<file path="src/source/uart_pkg.sv">
package uart_pkg;

  // frame layout, 8N1
  localparam int data_bits_lp = 8;
  localparam int bit_idx_w_lp = 3;

  // bit period counter, same width as the clks_per_bit port
  localparam int clk_cnt_w_lp = 16;

  // status vector seen by the host
  localparam int status_w_lp = 4;

  // bit positions in the status vector
  localparam int st_ready_lp     = 0;
  localparam int st_frame_err_lp = 1;
  localparam int st_overrun_lp   = 2;
  localparam int st_tx_done_lp   = 3;

  // transmitter states
  typedef enum logic [2:0] {
    idle,
    start,
    data,
    stop,
    cleanup
  } tx_state_e;

  // receiver states
  typedef enum logic [1:0] {
    rx_idle,
    rx_start,
    rx_data,
    rx_stop
  } rx_state_e;

endpackage

</file>
<file path="src/source/uart_rx_if.sv">
interface uart_rx_if;

  // one-cycle pulse at the end of a frame
  logic                              valid;

  // received byte, meaningful with valid
  logic [uart_pkg::data_bits_lp-1:0] data;

  // stop bit sampled low, meaningful with valid
  logic                              frame_err;

  // receiver side
  modport rx_mp (
    output valid,
    output data,
    output frame_err
  );

  // status unit side
  modport st_mp (
    input valid,
    input data,
    input frame_err
  );

endinterface

</file>
<file path="src/source/uart_tx.sv">
module uart_tx (
  input  logic                              clk_i,
  input  logic                              rst_ni,
  input  logic                              i_tx_en,
  input  logic [uart_pkg::data_bits_lp-1:0] i_tx_byte,
  input  logic [uart_pkg::clk_cnt_w_lp-1:0] i_clks_per_bit,
  output logic                              o_tx_serial,
  output logic                              o_tx_busy,
  output logic                              o_tx_done
);

  uart_pkg::tx_state_e               state_q;
  logic [uart_pkg::clk_cnt_w_lp-1:0] clk_cnt_q;
  logic [uart_pkg::bit_idx_w_lp-1:0] bit_idx_q;
  logic [uart_pkg::data_bits_lp-1:0] shift_q;
  logic                              load;
  logic                              bit_end;

  // accept a new byte only while idle
  assign load = (state_q == uart_pkg::idle) && i_tx_en;

  // last cycle of the current bit period
  assign bit_end = (clk_cnt_q >= i_clks_per_bit - 1'b1);

  // data shifter, bit 0 is always the next bit to go out
  always_ff @(posedge clk_i)
  begin
    if (load)
    begin
      shift_q <= i_tx_byte;
    end
    else if (state_q == uart_pkg::data && bit_end)
    begin
      shift_q <= shift_q >> 1;
    end
  end

  always_ff @(posedge clk_i)
  begin
    if (!rst_ni)
    begin
      state_q     <= uart_pkg::idle;
      clk_cnt_q   <= '0;
      bit_idx_q   <= '0;
      o_tx_serial <= 1'b1;
      o_tx_busy   <= 1'b0;
      o_tx_done   <= 1'b0;
    end
    else
    begin
      case (state_q)
        uart_pkg::idle:
        begin
          o_tx_serial <= 1'b1;
          clk_cnt_q   <= '0;
          bit_idx_q   <= '0;
          // line drops on the same edge that loads the byte
          if (load)
          begin
            o_tx_serial <= 1'b0;
            o_tx_busy   <= 1'b1;
            state_q     <= uart_pkg::start;
          end
        end

        uart_pkg::start:
        begin
          if (bit_end)
          begin
            clk_cnt_q   <= '0;
            o_tx_serial <= shift_q[0];
            state_q     <= uart_pkg::data;
          end
          else
          begin
            clk_cnt_q <= clk_cnt_q + 1'b1;
          end
        end

        uart_pkg::data:
        begin
          if (bit_end)
          begin
            clk_cnt_q <= '0;
            bit_idx_q <= bit_idx_q + 1'b1;
            // index wraps to zero after the last data bit
            if (&bit_idx_q)
            begin
              o_tx_serial <= 1'b1;
              state_q     <= uart_pkg::stop;
            end
            else
            begin
              // shifter moves on this same edge
              o_tx_serial <= shift_q[1];
            end
          end
          else
          begin
            clk_cnt_q <= clk_cnt_q + 1'b1;
          end
        end

        uart_pkg::stop:
        begin
          if (bit_end)
          begin
            clk_cnt_q <= '0;
            o_tx_done <= 1'b1;
            state_q   <= uart_pkg::cleanup;
          end
          else
          begin
            clk_cnt_q <= clk_cnt_q + 1'b1;
          end
        end

        uart_pkg::cleanup:
        begin
          // done is high for exactly this one cycle
          o_tx_done <= 1'b0;
          o_tx_busy <= 1'b0;
          state_q   <= uart_pkg::idle;
        end

        default:
        begin
          state_q <= uart_pkg::idle;
        end
      endcase
    end
  end

  // done is a pulse, never a level
  a_tx_done_pulse: assert property (@(posedge clk_i) disable iff (!rst_ni)
    o_tx_done |=> !o_tx_done)
    else $error("uart_tx: tx_done high for two cycles");

endmodule

</file>
<file path="src/source/uart_rx.sv">
module uart_rx (
  input  logic                              clk_i,
  input  logic                              rst_ni,
  input  logic                              i_rx_serial,
  input  logic [uart_pkg::clk_cnt_w_lp-1:0] i_clks_per_bit,
  uart_rx_if.rx_mp                          o_rx
);

  uart_pkg::rx_state_e               state_q;
  logic [uart_pkg::clk_cnt_w_lp-1:0] clk_cnt_q;
  logic [uart_pkg::bit_idx_w_lp-1:0] bit_idx_q;
  logic [uart_pkg::data_bits_lp-1:0] shift_q;
  logic                              rx_meta_q;
  logic                              rx_sync_q;
  logic                              rx_prev_q;
  logic                              valid_q;
  logic                              frame_err_q;
  logic                              fall_edge;
  logic                              mid_start;
  logic                              bit_end;

  // two flop synchronizer plus a delayed copy for edge detection
  always_ff @(posedge clk_i)
  begin
    if (!rst_ni)
    begin
      rx_meta_q <= 1'b1;
      rx_sync_q <= 1'b1;
      rx_prev_q <= 1'b1;
    end
    else
    begin
      rx_meta_q <= i_rx_serial;
      rx_sync_q <= rx_meta_q;
      rx_prev_q <= rx_sync_q;
    end
  end

  assign fall_edge = rx_prev_q && !rx_sync_q;

  // middle of the start bit
  assign mid_start = (clk_cnt_q >= (i_clks_per_bit >> 1));

  // one full period after the previous sample
  assign bit_end = (clk_cnt_q >= i_clks_per_bit - 1'b1);

  // data bits arrive LSB first
  always_ff @(posedge clk_i)
  begin
    if (state_q == uart_pkg::rx_data && bit_end)
    begin
      shift_q <= {rx_sync_q, shift_q[uart_pkg::data_bits_lp-1:1]};
    end
  end

  always_ff @(posedge clk_i)
  begin
    if (!rst_ni)
    begin
      state_q     <= uart_pkg::rx_idle;
      clk_cnt_q   <= '0;
      bit_idx_q   <= '0;
      valid_q     <= 1'b0;
      frame_err_q <= 1'b0;
    end
    else
    begin
      valid_q <= 1'b0;
      case (state_q)
        uart_pkg::rx_idle:
        begin
          clk_cnt_q <= '0;
          bit_idx_q <= '0;
          if (fall_edge)
          begin
            state_q <= uart_pkg::rx_start;
          end
        end

        uart_pkg::rx_start:
        begin
          if (mid_start)
          begin
            clk_cnt_q <= '0;
            // still high at mid-bit means a glitch
            if (rx_sync_q)
            begin
              state_q <= uart_pkg::rx_idle;
            end
            else
            begin
              state_q <= uart_pkg::rx_data;
            end
          end
          else
          begin
            clk_cnt_q <= clk_cnt_q + 1'b1;
          end
        end

        uart_pkg::rx_data:
        begin
          if (bit_end)
          begin
            clk_cnt_q <= '0;
            bit_idx_q <= bit_idx_q + 1'b1;
            if (&bit_idx_q)
            begin
              state_q <= uart_pkg::rx_stop;
            end
          end
          else
          begin
            clk_cnt_q <= clk_cnt_q + 1'b1;
          end
        end

        uart_pkg::rx_stop:
        begin
          if (bit_end)
          begin
            clk_cnt_q   <= '0;
            valid_q     <= 1'b1;
            frame_err_q <= !rx_sync_q;
            state_q     <= uart_pkg::rx_idle;
          end
          else
          begin
            clk_cnt_q <= clk_cnt_q + 1'b1;
          end
        end

        default:
        begin
          state_q <= uart_pkg::rx_idle;
        end
      endcase
    end
  end

  assign o_rx.valid     = valid_q;
  assign o_rx.data      = shift_q;
  assign o_rx.frame_err = frame_err_q;

  // a frame is reported once
  a_rx_valid_pulse: assert property (@(posedge clk_i) disable iff (!rst_ni)
    valid_q |=> !valid_q)
    else $error("uart_rx: valid high for two cycles");

endmodule

</file>
<file path="src/source/uart_status.sv">
module uart_status (
  input  logic                              clk_i,
  input  logic                              rst_ni,
  uart_rx_if.st_mp                          i_rx,
  input  logic                              i_tx_done,
  input  logic                              i_rd_strobe,
  output logic [uart_pkg::data_bits_lp-1:0] o_rx_byte,
  output logic [uart_pkg::status_w_lp-1:0]  o_status
);

  logic [uart_pkg::status_w_lp-1:0] status_q;
  logic [uart_pkg::status_w_lp-1:0] status_d;

  // sticky flags, read strobe clears, new events win for their own bit
  always_comb
  begin
    status_d = status_q;
    if (i_rd_strobe)
    begin
      status_d = '0;
    end

    if (i_rx.valid)
    begin
      status_d[uart_pkg::st_ready_lp] = 1'b1;
      // byte still unread and not being read now
      if (status_q[uart_pkg::st_ready_lp] && !i_rd_strobe)
      begin
        status_d[uart_pkg::st_overrun_lp] = 1'b1;
      end
      if (i_rx.frame_err)
      begin
        status_d[uart_pkg::st_frame_err_lp] = 1'b1;
      end
    end

    if (i_tx_done)
    begin
      status_d[uart_pkg::st_tx_done_lp] = 1'b1;
    end
  end

  always_ff @(posedge clk_i)
  begin
    if (!rst_ni)
    begin
      status_q  <= '0;
      o_rx_byte <= '0;
    end
    else
    begin
      status_q <= status_d;
      // stored even on a framing error, overwritten on overrun
      if (i_rx.valid)
      begin
        o_rx_byte <= i_rx.data;
      end
    end
  end

  assign o_status = status_q;

  // overrun only exists on top of an unread byte
  a_overrun_needs_ready: assert property (@(posedge clk_i) disable iff (!rst_ni)
    status_q[uart_pkg::st_overrun_lp] |-> status_q[uart_pkg::st_ready_lp])
    else $error("uart_status: overrun set while ready clear");

endmodule

</file>
<file path="src/source/uart_core.sv">
module uart_core (
  input  logic                              clk_i,
  input  logic                              rst_ni,
  input  logic                              i_tx_en,
  input  logic [uart_pkg::data_bits_lp-1:0] i_tx_byte,
  input  logic [uart_pkg::clk_cnt_w_lp-1:0] i_clks_per_bit,
  input  logic                              i_rx_serial,
  input  logic                              i_rd_strobe,
  output logic                              o_tx_serial,
  output logic                              o_tx_busy,
  output logic [uart_pkg::data_bits_lp-1:0] o_rx_byte,
  output logic [uart_pkg::status_w_lp-1:0]  o_status
);

  // transmit complete pulse into the status unit
  logic tx_done;

  // receiver to status unit
  uart_rx_if u_rx_bus ();

  uart_tx u_uart_tx (
    .clk_i          (clk_i),
    .rst_ni         (rst_ni),
    .i_tx_en        (i_tx_en),
    .i_tx_byte      (i_tx_byte),
    .i_clks_per_bit (i_clks_per_bit),
    .o_tx_serial    (o_tx_serial),
    .o_tx_busy      (o_tx_busy),
    .o_tx_done      (tx_done)
  );

  uart_rx u_uart_rx (
    .clk_i          (clk_i),
    .rst_ni         (rst_ni),
    .i_rx_serial    (i_rx_serial),
    .i_clks_per_bit (i_clks_per_bit),
    .o_rx           (u_rx_bus.rx_mp)
  );

  uart_status u_uart_status (
    .clk_i       (clk_i),
    .rst_ni      (rst_ni),
    .i_rx        (u_rx_bus.st_mp),
    .i_tx_done   (tx_done),
    .i_rd_strobe (i_rd_strobe),
    .o_rx_byte   (o_rx_byte),
    .o_status    (o_status)
  );

endmodule

</file>
<file path="config.mk">
export PLATFORM = sky130hd
export DESIGN_NAME = uart_core
export DESIGN_NICKNAME = d
export VERILOG_FILES = /design/src/source/uart_pkg.sv /design/src/source/uart_rx_if.sv /design/src/source/uart_tx.sv /design/src/source/uart_rx.sv /design/src/source/uart_status.sv /design/src/source/uart_core.sv
export SDC_FILE = /design/constraint.sdc
export NUM_CORES = 1
export LEC_CHECK = 0
export BUFFER_PORTS_ARGS = -buffer_cell sky130_fd_sc_hd__buf_4
export CAP_MARGIN = 20
export CORE_ASPECT_RATIO = 1.75
export CORE_UTILIZATION = 60
export DETAILED_ROUTE_END_ITERATION = 8
export HOLD_SLACK_MARGIN = 0.03
export PLACE_DENSITY_LB_ADDON = 0.25
export SLEW_MARGIN = 10
export SYNTH_ARGS = -nofsm -noshare
export SYNTH_HDL_FRONTEND = slang
export SYNTH_SLANG_ARGS = --single-unit
export TNS_END_PERCENT = 10
</file>
<file path="constraint.sdc">
create_clock -name clk_i -period 5.5 [get_ports clk_i]
set_input_delay 0.825 -clock clk_i [delete_from_list [all_inputs] [get_ports clk_i]]
set_output_delay 0.825 -clock clk_i [all_outputs]
set_load 0.005 [all_outputs]
</file>
-- Word level (Yosys, flattened, before mapping)
Index checks and enable logic that the tools add are counted.
- word-level logic and storage cells: 115
- bits in registers: 79
- output and inout port bits: 14
- input bits: 29
- add/sub/neg operators: 5
- muxes and demuxes: 39
- reductions and logical operators: 31
- equality and inequality tests: 17
- $lt $le $gt $ge: 3
- operators by type and width (kind ; count):
    2-to-1 mux 16 bit ; 3
    one-hot mux 16 bit (3 select lines) ; 1
    adder 16 x 1 -> 16 bit (second input constant) ; 2
    greater-or-equal comparator 16 bit ; 2
    one-hot mux 16 bit (2 select lines) ; 1
    2-to-1 mux 3 bit ; 8
    greater-or-equal comparator 16 x 15 -> 1 bit ; 1
    2-to-1 mux 8 bit ; 2
    inequality test 2 x 1 -> 1 bit (second input constant) ; 8
    nonzero test 2 bit ; 8
    subtractor 16 x 1 -> 16 bit (second input constant) ; 1
    2-to-1 mux 2 bit ; 6
    one-hot mux 3 bit (2 select lines) ; 2
    one-hot mux 3 bit (4 select lines) ; 1
    AND reduction 2 bit ; 6
    2-to-1 mux 1 bit ; 10
    AND reduction 5 bit ; 2
    AND reduction 3 bit ; 3
    one-hot mux 2 bit (4 select lines) ; 1
    adder 3 x 1 -> 3 bit (second input constant) ; 2
    equality test 3 x 2 -> 1 bit (second input constant) ; 2
    logical AND 1 bit ; 5
    equality test 2 bit (second input constant) ; 2
    2-to-1 mux 4 bit ; 1
    12 further kinds ; 15

-- Logic depth before layout (Yosys ltp)
Gate-level depths: netlist (run 1).
- word-level depth: 5
- depth in mapped cells: 17
- gate-level depth less buffers: 15

-- By module
From an unflattened synthesis (run 1), not the netlist that was laid out.
- cell total of the unflattened synthesis: 546
- area, all modules: 4963.5 µm²
- by module, submodules not included (module ; area each (µm²) ; times used ; cells each ; seq. area each (µm²)):
    uart_rx ; 2277.2 ; 1 ; 249 ; 760.7
    uart_tx ; 2234.6 ; 1 ; 258 ; 740.7
    uart_status ; 451.7 ; 1 ; 39 ; 240.2

-- Worst setup path before layout (run 1)
Ideal clock, no wire load.
- kind: input-to-reg
- start: in i_clks_per_bit[5] (netlist bit)
- end: reg u_uart_tx.shift_q[0] (netlist bit), enable pin
- path buffers: 0
- stages on the path: 13
- slack: 1417 ps
- required time: 5115 ps
- setup time: 385 ps
- arrival time: 3697 ps
- cells stage by stage: nor4_4 -> nand3_2 -> nor4_1 -> xnor2_1 -> ha_1 -> a21o_1 -> a21o_1 -> a21oi_1 -> o2111a_1 -> o31ai_2 -> and2_2 -> nand2_1 -> a21boi_0
- longest elaborated chain between the ends: 4
- RTL lines (item ; line ; RTL):
    start, declared ; uart_core.sv:6 ; input logic [uart_pkg::clk_cnt_w_lp-1:0] i_clks_per_bit,
    subtractor 16 x 1 -> 16 bit ; uart_tx.sv:23 ; assign bit_end = (clk_cnt_q >= i_clks_per_bit - 1'b1);
    greater-or-equal comparator 16 bit ; uart_tx.sv:23 ;
    logical AND 1 bit ; uart_tx.sv:32 ; else if (state_q == uart_pkg::data && bit_end)
    nonzero test 2 bit (no source line) ; n/a ;
    end signal, assigned ; uart_tx.sv:30 ; shift_q <= i_tx_byte;
    end signal, assigned ; uart_tx.sv:34 ; shift_q <= shift_q >> 1;
    end, declared ; uart_tx.sv:15 ; logic [uart_pkg::data_bits_lp-1:0] shift_q;
Every way passes these cells.
A chain may end at the register's enable or synchronous reset.

-- Final worst setup path (run 1)
- start: in i_clks_per_bit[9] (netlist bit)
- end: reg u_uart_tx.clk_cnt_q[7] (netlist bit)
- longest elaborated chain between the ends: 4
- RTL lines (item ; line ; RTL):
    subtractor 16 x 1 -> 16 bit ; uart_tx.sv:23 ;
    greater-or-equal comparator 16 bit ; uart_tx.sv:23 ;
    2-to-1 mux 16 bit ; uart_tx.sv:68, uart_tx.sv:82, uart_tx.sv:106 ;
    one-hot mux 16 bit (2 select lines) ; uart_tx.sv:51 ; case (state_q)
    end signal, assigned ; uart_tx.sv:76 ; clk_cnt_q <= clk_cnt_q + 1'b1;
    end signal, assigned ; uart_tx.sv:100 ; clk_cnt_q <= clk_cnt_q + 1'b1;
    end signal, assigned ; uart_tx.sv:114 ; clk_cnt_q <= clk_cnt_q + 1'b1;
    end, declared ; uart_tx.sv:13 ; logic [uart_pkg::clk_cnt_w_lp-1:0] clk_cnt_q;
Every way passes these cells.

==> summary by stage, run 1 <==
Run status
The flow ran to the end, and the final reports show no timing, DRC or antenna violations.

Power
Dividing total power by cell area gives a power density of 250 nW/um^2. Of the total power, registers draw 0.447. Summed over all cells, the static leakage comes to 2.30 nW. In this run the power spent charging and discharging nets is 0.000306 W. The internal power consumption is 0.00105 W. The maximum resistive drop on vdd is 0.000224 V. The net switching fraction of the power is 0.226. The power share of the clock group is 0.473. The relative contribution of combinational cells to total power is 0.080.

Worst hold path
In this run the most critical hold path is launched from u_uart_rx.rx_meta_q. The path class of the tightest hold or removal check is reg2reg.

Detailed routing
Summed over all layers, the routed wires come to 10.3 mm. Across all layers, the routed design uses 3923 vias. Dividing the detail-routed via count by the number of cells gives 6.16. The routed length per instance is 16.1 um. The detail route stage leaves a number of antenna-violating nets equal to 0. The number of DRC violations after detailed routing is 0. The first detailed-routing pass took 5 iterations. The number of design-rule violations left by the first detailed-router iteration is 243.

STA
Setup repair after global routing left no endpoint under its margin. The number of max-slew violations in the final report is 0. At the pin with the least slew margin, the transition time is 0.915 ns.

Dividing the final minimum period by the clock period gives 0.774. Setup total negative slack on the finished layout was measured at 0 ns. The worst path meets setup with 1.25 ns of slack. Setup violations remaining at the end of the flow were counted as 0. The minimum clock period after layout is 4.25 ns.

The achievable clock frequency is 235 MHz. In this run the tightest slew margin relative to its limit is 0.386. The number of hold violations in the final report is 0.

The final worst clock skew is 0.00587 ns.

Final layout
The share of final-layout standard cells stronger than drive strength 1 is 0.155. 0 antenna diodes ended up in the layout. Summing all flip-flop and latch instances after layout gives 1740 sq um. The area used by multi-input combinational logic is 2810 sq um.

The number of nets in the layout is 623. The filler cell count in the final layout is 584. The area growth from synthesis to layout is 14.3%.

Logic synthesis
Of the total synthesized cell area, the portion taken by full adders, half adders and majority gates is 0.134. The largest family of logic cells by synthesized area is simple AND/OR/NAND/NOR gates. When the netlist entered floorplanning its net count stood at 583.

The average instance in the mapped netlist occupies 9.38 sq um. The largest area contributor in the synthesized netlist is sky130_fd_sc_hd__dfxtp_1. By area the synthesized netlist is led by sky130_fd_sc_hd__dfxtp_1 (27%), sky130_fd_sc_hd__ha_1 (13%), sky130_fd_sc_hd__edfxtp_1 (10%). For this run, the number of Yosys warnings is 0. The xor-xnor portion of the synthesized cell area is 0.0585. The number of instances in the synthesized netlist is 504. The area fraction in compound gates after synthesis is 0.165. The number of different library cells used by synthesis comes to 63.

The share of synthesized area in the top cell type comes to 0.267. Yosys mapped a number of flops with a built-in enable equal to 16. The sequential-to-total area share from yosys stat is 0.368. The number of synthesized register bits is 79. The most instantiated flip-flop cell in the synthesis netlist is sky130_fd_sc_hd__dfxtp_1. The simple-gate portion of the synthesized area is 0.192. The netlist area before placement is 4730 sq um. The fraction of synthesized area in multiplexers is 0.0429. In the synthesized netlist the async set-or-reset flop fraction comes to 0.

Floorplan
The placement row count is 42. The core area is 7620 sq um. The initial utilization of the core area, before any placement, comes to 0.621. The top-level I/O count is 43. The die width is 69.1 um.

The die covers 8260 sq um. The die outline height is 119 um.

Clocking
The clock root buffer master is sky130_fd_sc_hd__clkbuf_16. The total clock buffers created by CTS is 9. The CTS tree is yes. The maximum clock insertion buffer count is 2. The number of buffers inserted by post-CTS setup repair is 0. The H-tree level count is 3. The number of hold buffers added after CTS is 0. The post-cts sizing count is 0. After clock tree synthesis, the clock-pin slew on the worst setup and hold paths is 0.06 ns.

At the later pin of the worst-skew pair, clock insertion delay measures 0.35 ns. The number of sinks handled by clock tree synthesis is 79.

Global routing
The initial antenna violation count is 0. Entering global routing, the biggest net connects 26 pins. The number of global-route vias before repair came to 3827. Across every metal layer, demand over resource in global routing totals 0.261. The first global-routing pass estimated 17.1 mm of wire. The remaining global-route overflow is 0.

Place
The setup slack after placement is 0.765 ns. The routability congestion estimate is 0.865. The detailed placer's ending HPWL is 7.52 mm. Port buffering added 42 buffers.

Job
Across the run, the number of max-cap violations was 0.

Critical path
The maximum fanout along the worst path is 25. The startpoint of the lowest-slack register-to-register path is u_uart_tx.clk_cnt_q[0]. Data on the critical path arrives at its endpoint at 4.52 ns. The worst setup path is captured at a flop. The number of buffers and inverters on the critical path is 2.

In this design, the largest share of critical-path delay is due to compound AO/OA/AOI/OAI gates. The critical path goes through buf_4 -> nor4_2 -> nand3_2 -> nor4_1 -> xnor2_1 -> ha_1 -> a21o_1 -> a21o_1 -> a21oi_1 -> o2111a_1 -> o31ai_2 -> a2111oi_4 -> buf_4 -> or2b_1 -> a31oi_1. Data on the critical path is required at its endpoint by 5.77 ns. The library cell contributing the largest single delay on the critical path is sky130_fd_sc_hd__nor4_2. In this run the worst setup path begins at i_clks_per_bit[9]. STA classifies the critical path startpoint as an input pin. By startpoint and endpoint, the worst setup path is classified as in2reg. The critical path's largest stage delay is 0.48 ns.
[sequential cells by signal, summed over array words and instances (netlist names), named ones only]
| register | count |
|---|---|
| u_uart_tx.shift_q | 8 |
| u_uart_rx.state_q | 1 |
| u_uart_tx.bit_idx_q | 3 |
| u_uart_rx.o_rx.data | 8 |
| u_uart_tx.clk_cnt_q | 16 |
| u_uart_rx.rx_sync_q | 1 |
| u_uart_tx.o_tx_done | 1 |
| u_uart_tx.o_tx_busy | 1 |
| u_uart_rx.o_rx.valid | 1 |
| u_uart_rx.rx_meta_q | 1 |
| u_uart_tx.o_tx_serial | 1 |
| u_uart_rx.clk_cnt_q | 16 |
| u_uart_rx.o_rx.frame_err | 1 |
| u_uart_status.o_rx_byte | 8 |
| u_uart_rx.rx_prev_q | 1 |
| u_uart_status.o_status | 4 |
| u_uart_tx.state_q | 3 |
| u_uart_rx.bit_idx_q | 3 |
[synthesized netlist by cell type, types with 3 or more instances]
library cell	count
sky130_fd_sc_hd__dfxtp_1	63
sky130_fd_sc_hd__ha_1	50
sky130_fd_sc_hd__nor2_1	49
sky130_fd_sc_hd__a21oi_1	31
sky130_fd_sc_hd__inv_1	26
sky130_fd_sc_hd__nand2_1	25
sky130_fd_sc_hd__nand3_1	20
sky130_fd_sc_hd__xnor2_1	20
sky130_fd_sc_hd__a31oi_1	16
sky130_fd_sc_hd__edfxtp_1	16
sky130_fd_sc_hd__nand2b_1	16
sky130_fd_sc_hd__and3_1	13
sky130_fd_sc_hd__clkbuf_1	13
sky130_fd_sc_hd__nand4_1	13
sky130_fd_sc_hd__a21o_1	11
sky130_fd_sc_hd__o21ai_0	11
sky130_fd_sc_hd__mux2_2	10
sky130_fd_sc_hd__mux2i_1	9
sky130_fd_sc_hd__xor2_1	9
sky130_fd_sc_hd__nor3_1	8
sky130_fd_sc_hd__nor2b_1	7
sky130_fd_sc_hd__a22oi_1	5
sky130_fd_sc_hd__a32o_1	4
sky130_fd_sc_hd__and2_1	4
sky130_fd_sc_hd__a211oi_1	3
sky130_fd_sc_hd__or2b_1	3
[metrics by stage]
stage          std cells  utilization  hold WS, ns  area [sq um]  power [W]
5_1_grt              637        0.710        0.456          5410    0.00139
3_5_place_dp         620        0.667        0.401          5080   0.000724
2_1_floorplan        504            -        0.386          4730   0.000685
4_1_cts              636        0.708        0.419          5400    0.00136
3_3_place_gp         620        0.667        0.392          5080   0.000719
6_report             637        0.710        0.420          5410    0.00135
[placed cells by master, fill, tap and decap left out, types with 20 or more instances in the layout]
cell type / synthesis / layout
sky130_fd_sc_hd__dfxtp_1: 63 / 63
sky130_fd_sc_hd__ha_1: 50 / 50
sky130_fd_sc_hd__nor2_1: 49 / 49
sky130_fd_sc_hd__buf_4: 1 / 44
sky130_fd_sc_hd__a21oi_1: 31 / 31
sky130_fd_sc_hd__inv_1: 26 / 26
sky130_fd_sc_hd__nand2_1: 25 / 25
sky130_fd_sc_hd__xnor2_1: 20 / 20
sky130_fd_sc_hd__nand3_1: 20 / 20
[kinds of logic after synthesis]
kind of cell,count (synthesis)
AOI/OAI and AO/OA,111
xor gates and xnor gates,30
adders and majority gates,51
buffers and inverters,42
DFF,79
muxes,19
and+or+nand+nor,172
[area by class of cell]
type,instances,area share
multi-input combinational,383,0.519
clock inverter,5,0.0153
inverter,26,0.0180
sequential,79,0.322
tap,88,0.0204
timing repair buffer,45,0.0620
clock buffer,11,0.0430
[final timing paths]
path / slack, ns / depth (start not counted) / end
hold / removal: 0.42 / 1 / u_uart_rx.rx_sync_q
setup reg to reg: 2.30 / 11 / u_uart_tx.shift_q[6]
setup / recovery: 1.25 / 15 / u_uart_tx.clk_cnt_q[7]
hold reg to reg: 0.42 / 1 / u_uart_rx.rx_sync_q
[metal layers]
| layer | track usage | vias up | share of wire |
|---|---|---|---|
| met5 | 0 | - | 0 |
| met4 | 0.161 | 0 | 0.040 |
| met3 | 0.0423 | 35 | 0.038 |
| li1 | - | 1929 | - |
| met1 | 0.271 | 1842 | 0.38 |
| met2 | 0.478 | 117 | 0.54 |
[power groups by stage]
stage / Sequential, W / Combinational [W] / Clock, W
floorplan: 0.000615 / 0.0000702 / 0
global placement: 0.000618 / 0.000101 / 0
detailed placement: 0.000618 / 0.000106 / 0
CTS: 0.000605 / 0.000107 / 0.000647
global route: 0.000606 / 0.000120 / 0.000664
finish: 0.000605 / 0.000108 / 0.000640
Note: power is estimated with default switching activity, not from simulation.
==> run 2: changes to the inputs <==
==> constraint.sdc (replaced) <==
create_clock -name clk_i -period 4.4 [get_ports clk_i]
set_input_delay 0.66 -clock clk_i [delete_from_list [all_inputs] [get_ports clk_i]]
set_output_delay 0.66 -clock clk_i [all_outputs]
set_load 0.005 [all_outputs]
==> run 2 against run 1 <==
Effect of this change: power increased by 27%; critical path depth unchanged; routed wire length decreased by 0.98%; worst hold slack got worse by 0.012 ns; clock skew increased by 0.00077 ns; highest routed layer unchanged; largest power group unchanged; critical endpoint is now u_uart_tx.clk_cnt_q[15].
==> summary by stage, run 2 (synthesis gave the netlist of run 1 again) <==
Clocking
The number of hold buffers added after CTS was 0 (unchanged). The maximum clock insertion buffer count is 2 (unchanged). The number of sinks handled by clock tree synthesis came to 79 (unchanged). The total clock buffers created by CTS is 9 (unchanged). The worst-skew pair later-pin latency was 0.34 ns (was 0.35 ns). The post-cts sizing count is 0 (unchanged). The number of buffers inserted by post-CTS setup repair is 0 (unchanged).

The CTS clock-pin slew for the worst setup and hold paths is 0.06 ns (about the same). The H-tree level count is 3 (unchanged). The clock root buffer master is sky130_fd_sc_hd__clkbuf_16 (unchanged).

The CTS tree is yes (unchanged).

Global routing
The total routing resource utilization after global routing was 0.256 (was 0.261). The initial antenna violation count is 0 (unchanged). The first-pass GRT wire length is 17.0 mm (was 17.1 mm). The remaining global-route overflow came to 0 (unchanged). The number of global-route vias before repair is 3861 (was 3827). The largest net degree at the start of global routing came to 24 (was 26).

STA
Unrepaired setup endpoints after global routing: false (unchanged). The slew at the pin with the worst max-slew slack came to 0.784 ns (was 0.915 ns). The final number of setup-violating endpoints is 0 (unchanged). The minimum clock period after layout is 3.94 ns. The number of max-slew violations in the final report is 0 (unchanged).

The final setup TNS is 0 ns (unchanged). The number of hold violations in the final report was 0 (unchanged). The worst-case setup margin in the final layout is 0.456 ns (was 1.25 ns).

The worst slew slack as a fraction of its limit is 0.476 (was 0.386). Based on the critical path, the design can be clocked at up to 254 MHz. Dividing the final minimum period by the clock period gives 0.896. The final worst clock skew is 0.00665 ns (was 0.00587 ns).

Detailed routing
The number of iterations in the first detailed-routing pass is 6 (was 5). The total via count in the routed design was 3925 (was 3923). The detailed-route wire length came to 10.2 mm (was 10.3 mm). The vias per cell is 6.05 (was 6.16). The number of antenna-violating nets in the routed design is 0 (unchanged). The routed length per instance was 15.7 um (was 16.1 um). The number of DRC violations after detailed routing came to 0 (unchanged). The number of design-rule violations left by the first detailed-router iteration came to 182 (was 243).

Power
The maximum resistive drop on vdd is 0.000262 V (was 0.000224 V). The share of total power in sequential cells is 0.441 (was 0.447). The final total power came to 0.00172 W (was 0.00135 W).

The net switching fraction of the power came to 0.232 (was 0.226). The internal power consumption was 0.00132 W (was 0.00105 W). The reported leakage power came to 2.37 nW (was 2.30 nW).

The reported net switching power is 0.000398 W (was 0.000306 W). The power share of the clock group was 0.479 (was 0.473). The relative contribution of combinational cells to total power is 0.080 (about the same).

The ratio of total power to cell area came to 312 nW/um^2 (was 250 nW/um^2).

Floorplan
The placement row count is 42 (unchanged). The die outline height is 119 um (unchanged). The effective utilization at floorplan came to 0.621 (unchanged). The core area was 7620 sq um (unchanged).

The top-level I/O count came to 43 (unchanged). The die width was 69.1 um (unchanged). The die outline area is 8260 sq um (unchanged).

Final layout
The post-layout instance area is 5500 sq um (was 5410 sq um). The filler cell count in the final layout is 591 (was 584). The number of nets in the layout was 635 (was 623). The most common cell after layout, fill and taps aside is sky130_fd_sc_hd__dfxtp_1 (unchanged). The area added between synthesis and finish is 16.3% (was 14.3%). The share of final-layout standard cells stronger than drive strength 1 came to 0.175 (was 0.155). Commonest non-fill, non-tap cells in the layout: sky130_fd_sc_hd__dfxtp_1 (63), sky130_fd_sc_hd__buf_4 (54), sky130_fd_sc_hd__ha_1 (50) (was sky130_fd_sc_hd__dfxtp_1 (63), sky130_fd_sc_hd__ha_1 (50), sky130_fd_sc_hd__nor2_1 (49)). The count of antenna diodes in the layout is 0 (unchanged). Registers with the most flip-flops: u_uart_rx.clk_cnt_q: 16 flops, u_uart_tx.clk_cnt_q: 16 flops (unchanged).

Place
The setup slack after placement came to 0.155 ns (was 0.765 ns). The detailed placer's ending HPWL came to 7.47 mm (was 7.52 mm). The routability congestion estimate is 0.910 (was 0.865). The count of port buffers added during placement is 42 (unchanged). The area of placed instances is 5160 sq um (was 5080 sq um).

Critical path
The data required time of the worst path is 4.67 ns (was 5.77 ns). The arrival time of data at the critical path endpoint was 4.21 ns (was 4.52 ns). The element type at the critical path start is an input pin (unchanged).

The worst flop-to-flop path endpoint is u_uart_tx.clk_cnt_q[15] (was u_uart_tx.shift_q[6]). The classification of the worst setup path is in2reg (unchanged). The critical path capture point is u_uart_tx.clk_cnt_q[15] (was u_uart_tx.clk_cnt_q[7]). The origin of the worst setup path is i_clks_per_bit[5] (was i_clks_per_bit[9]). The startpoint of the lowest-slack register-to-register path is u_uart_tx.clk_cnt_q[13] (was u_uart_tx.clk_cnt_q[0]). The element type at the critical path end is a flop (unchanged). The reg-to-reg setup timing slack is 1.51 ns (was 2.30 ns). The maximum fanout along the worst path is 9 (was 25). The depth of the worst register-to-register path is 11 (unchanged).

Job
The max-capacitance violation count came to 0 (unchanged).

Worst hold path
The path class of the lowest-slack min-delay path is reg2reg (unchanged).

Run status
Outcome: finished clean (unchanged).
==> run 2: cell count changes in the layout (fill, tap and decap cells not counted) <==
cell,before,now
sky130_fd_sc_hd__nor3b_1,0,1
sky130_fd_sc_hd__clkinv_4,1,0
sky130_fd_sc_hd__buf_4,44,54
sky130_fd_sc_hd__nor3b_2,1,0
sky130_fd_sc_hd__clkbuf_1,2,0
sky130_fd_sc_hd__inv_8,0,1
sky130_fd_sc_hd__buf_2,1,2
sky130_fd_sc_hd__inv_6,1,3
sky130_fd_sc_hd__clkbuf_2,0,1
==> run 2: critical path, stage by stage <==
cell,delay [ns]
sky130_fd_sc_hd__buf_4,0.13
sky130_fd_sc_hd__or4_4,0.56
sky130_fd_sc_hd__nor3_2,0.27
sky130_fd_sc_hd__nor2b_1,0.21
sky130_fd_sc_hd__xnor2_1,0.18
sky130_fd_sc_hd__ha_1,0.29
sky130_fd_sc_hd__a21o_1,0.16
sky130_fd_sc_hd__a21oi_1,0.23
sky130_fd_sc_hd__o2111a_1,0.24
sky130_fd_sc_hd__o31ai_2,0.08
sky130_fd_sc_hd__buf_4,0.17
sky130_fd_sc_hd__a2111oi_4,0.51
sky130_fd_sc_hd__buf_4,0.25
sky130_fd_sc_hd__a41oi_1,0.13
sky130_fd_sc_hd__a31oi_1,0.16
==> run 2: metrics by stage <==
stage	std cells	hold WS, ns	utilization
after global routing	649	0.421	0.722
after floorplan	504	0.386	-
final	649	0.408	0.722
after global placement	630	0.393	0.677
after detailed placement	630	0.396	0.677
after CTS	646	0.410	0.720
==> run 2: cell type report <==
class,instances,area [sq um],area share
clock inverter,7,103,0.0187
timing repair buffer,57,420,0.0764
tap,88,110,0.0200
inverter,26,97.6,0.0177
sequential,79,1740,0.317
clock buffer,9,225,0.0409
multi-input combinational,383,2800,0.510
==> run 2: worst min-delay path by stage <==
| stage | start | end | slack (ns) | cells past startpoint |
|---|---|---|---|---|
| after global routing | u_uart_rx.rx_meta_q | u_uart_rx.rx_sync_q | 0.42 | 1 |
| after floorplan | u_uart_rx.rx_meta_q | u_uart_rx.rx_sync_q | 0.39 | 1 |
| after detailed placement | u_uart_rx.rx_meta_q | u_uart_rx.rx_sync_q | 0.40 | 1 |
| after global placement | u_uart_rx.rx_meta_q | u_uart_rx.rx_sync_q | 0.39 | 1 |
| after CTS | u_uart_rx.rx_meta_q | u_uart_rx.rx_sync_q | 0.41 | 1 |
| final | u_uart_rx.rx_meta_q | u_uart_rx.rx_sync_q | 0.41 | 1 |
==> run 2: metal layers <==
layer	up-vias	global-route usage	routed length [um]
li1	1959	-	-
met3	27	0.0381	286
met4	0	0.143	288
met2	82	0.461	5400
met1	1857	0.282	4200
met5	-	0	0
==> run 2: power by group through the flow <==
stage	sequential [W]	clock [W]	combinational, W
after floorplan	0.000769	0	0.0000878
after global placement	0.000772	0	0.000129
after detailed placement	0.000772	0	0.000135
after CTS	0.000756	0.000833	0.000136
after global routing	0.000758	0.000856	0.000154
final	0.000757	0.000823	0.000137
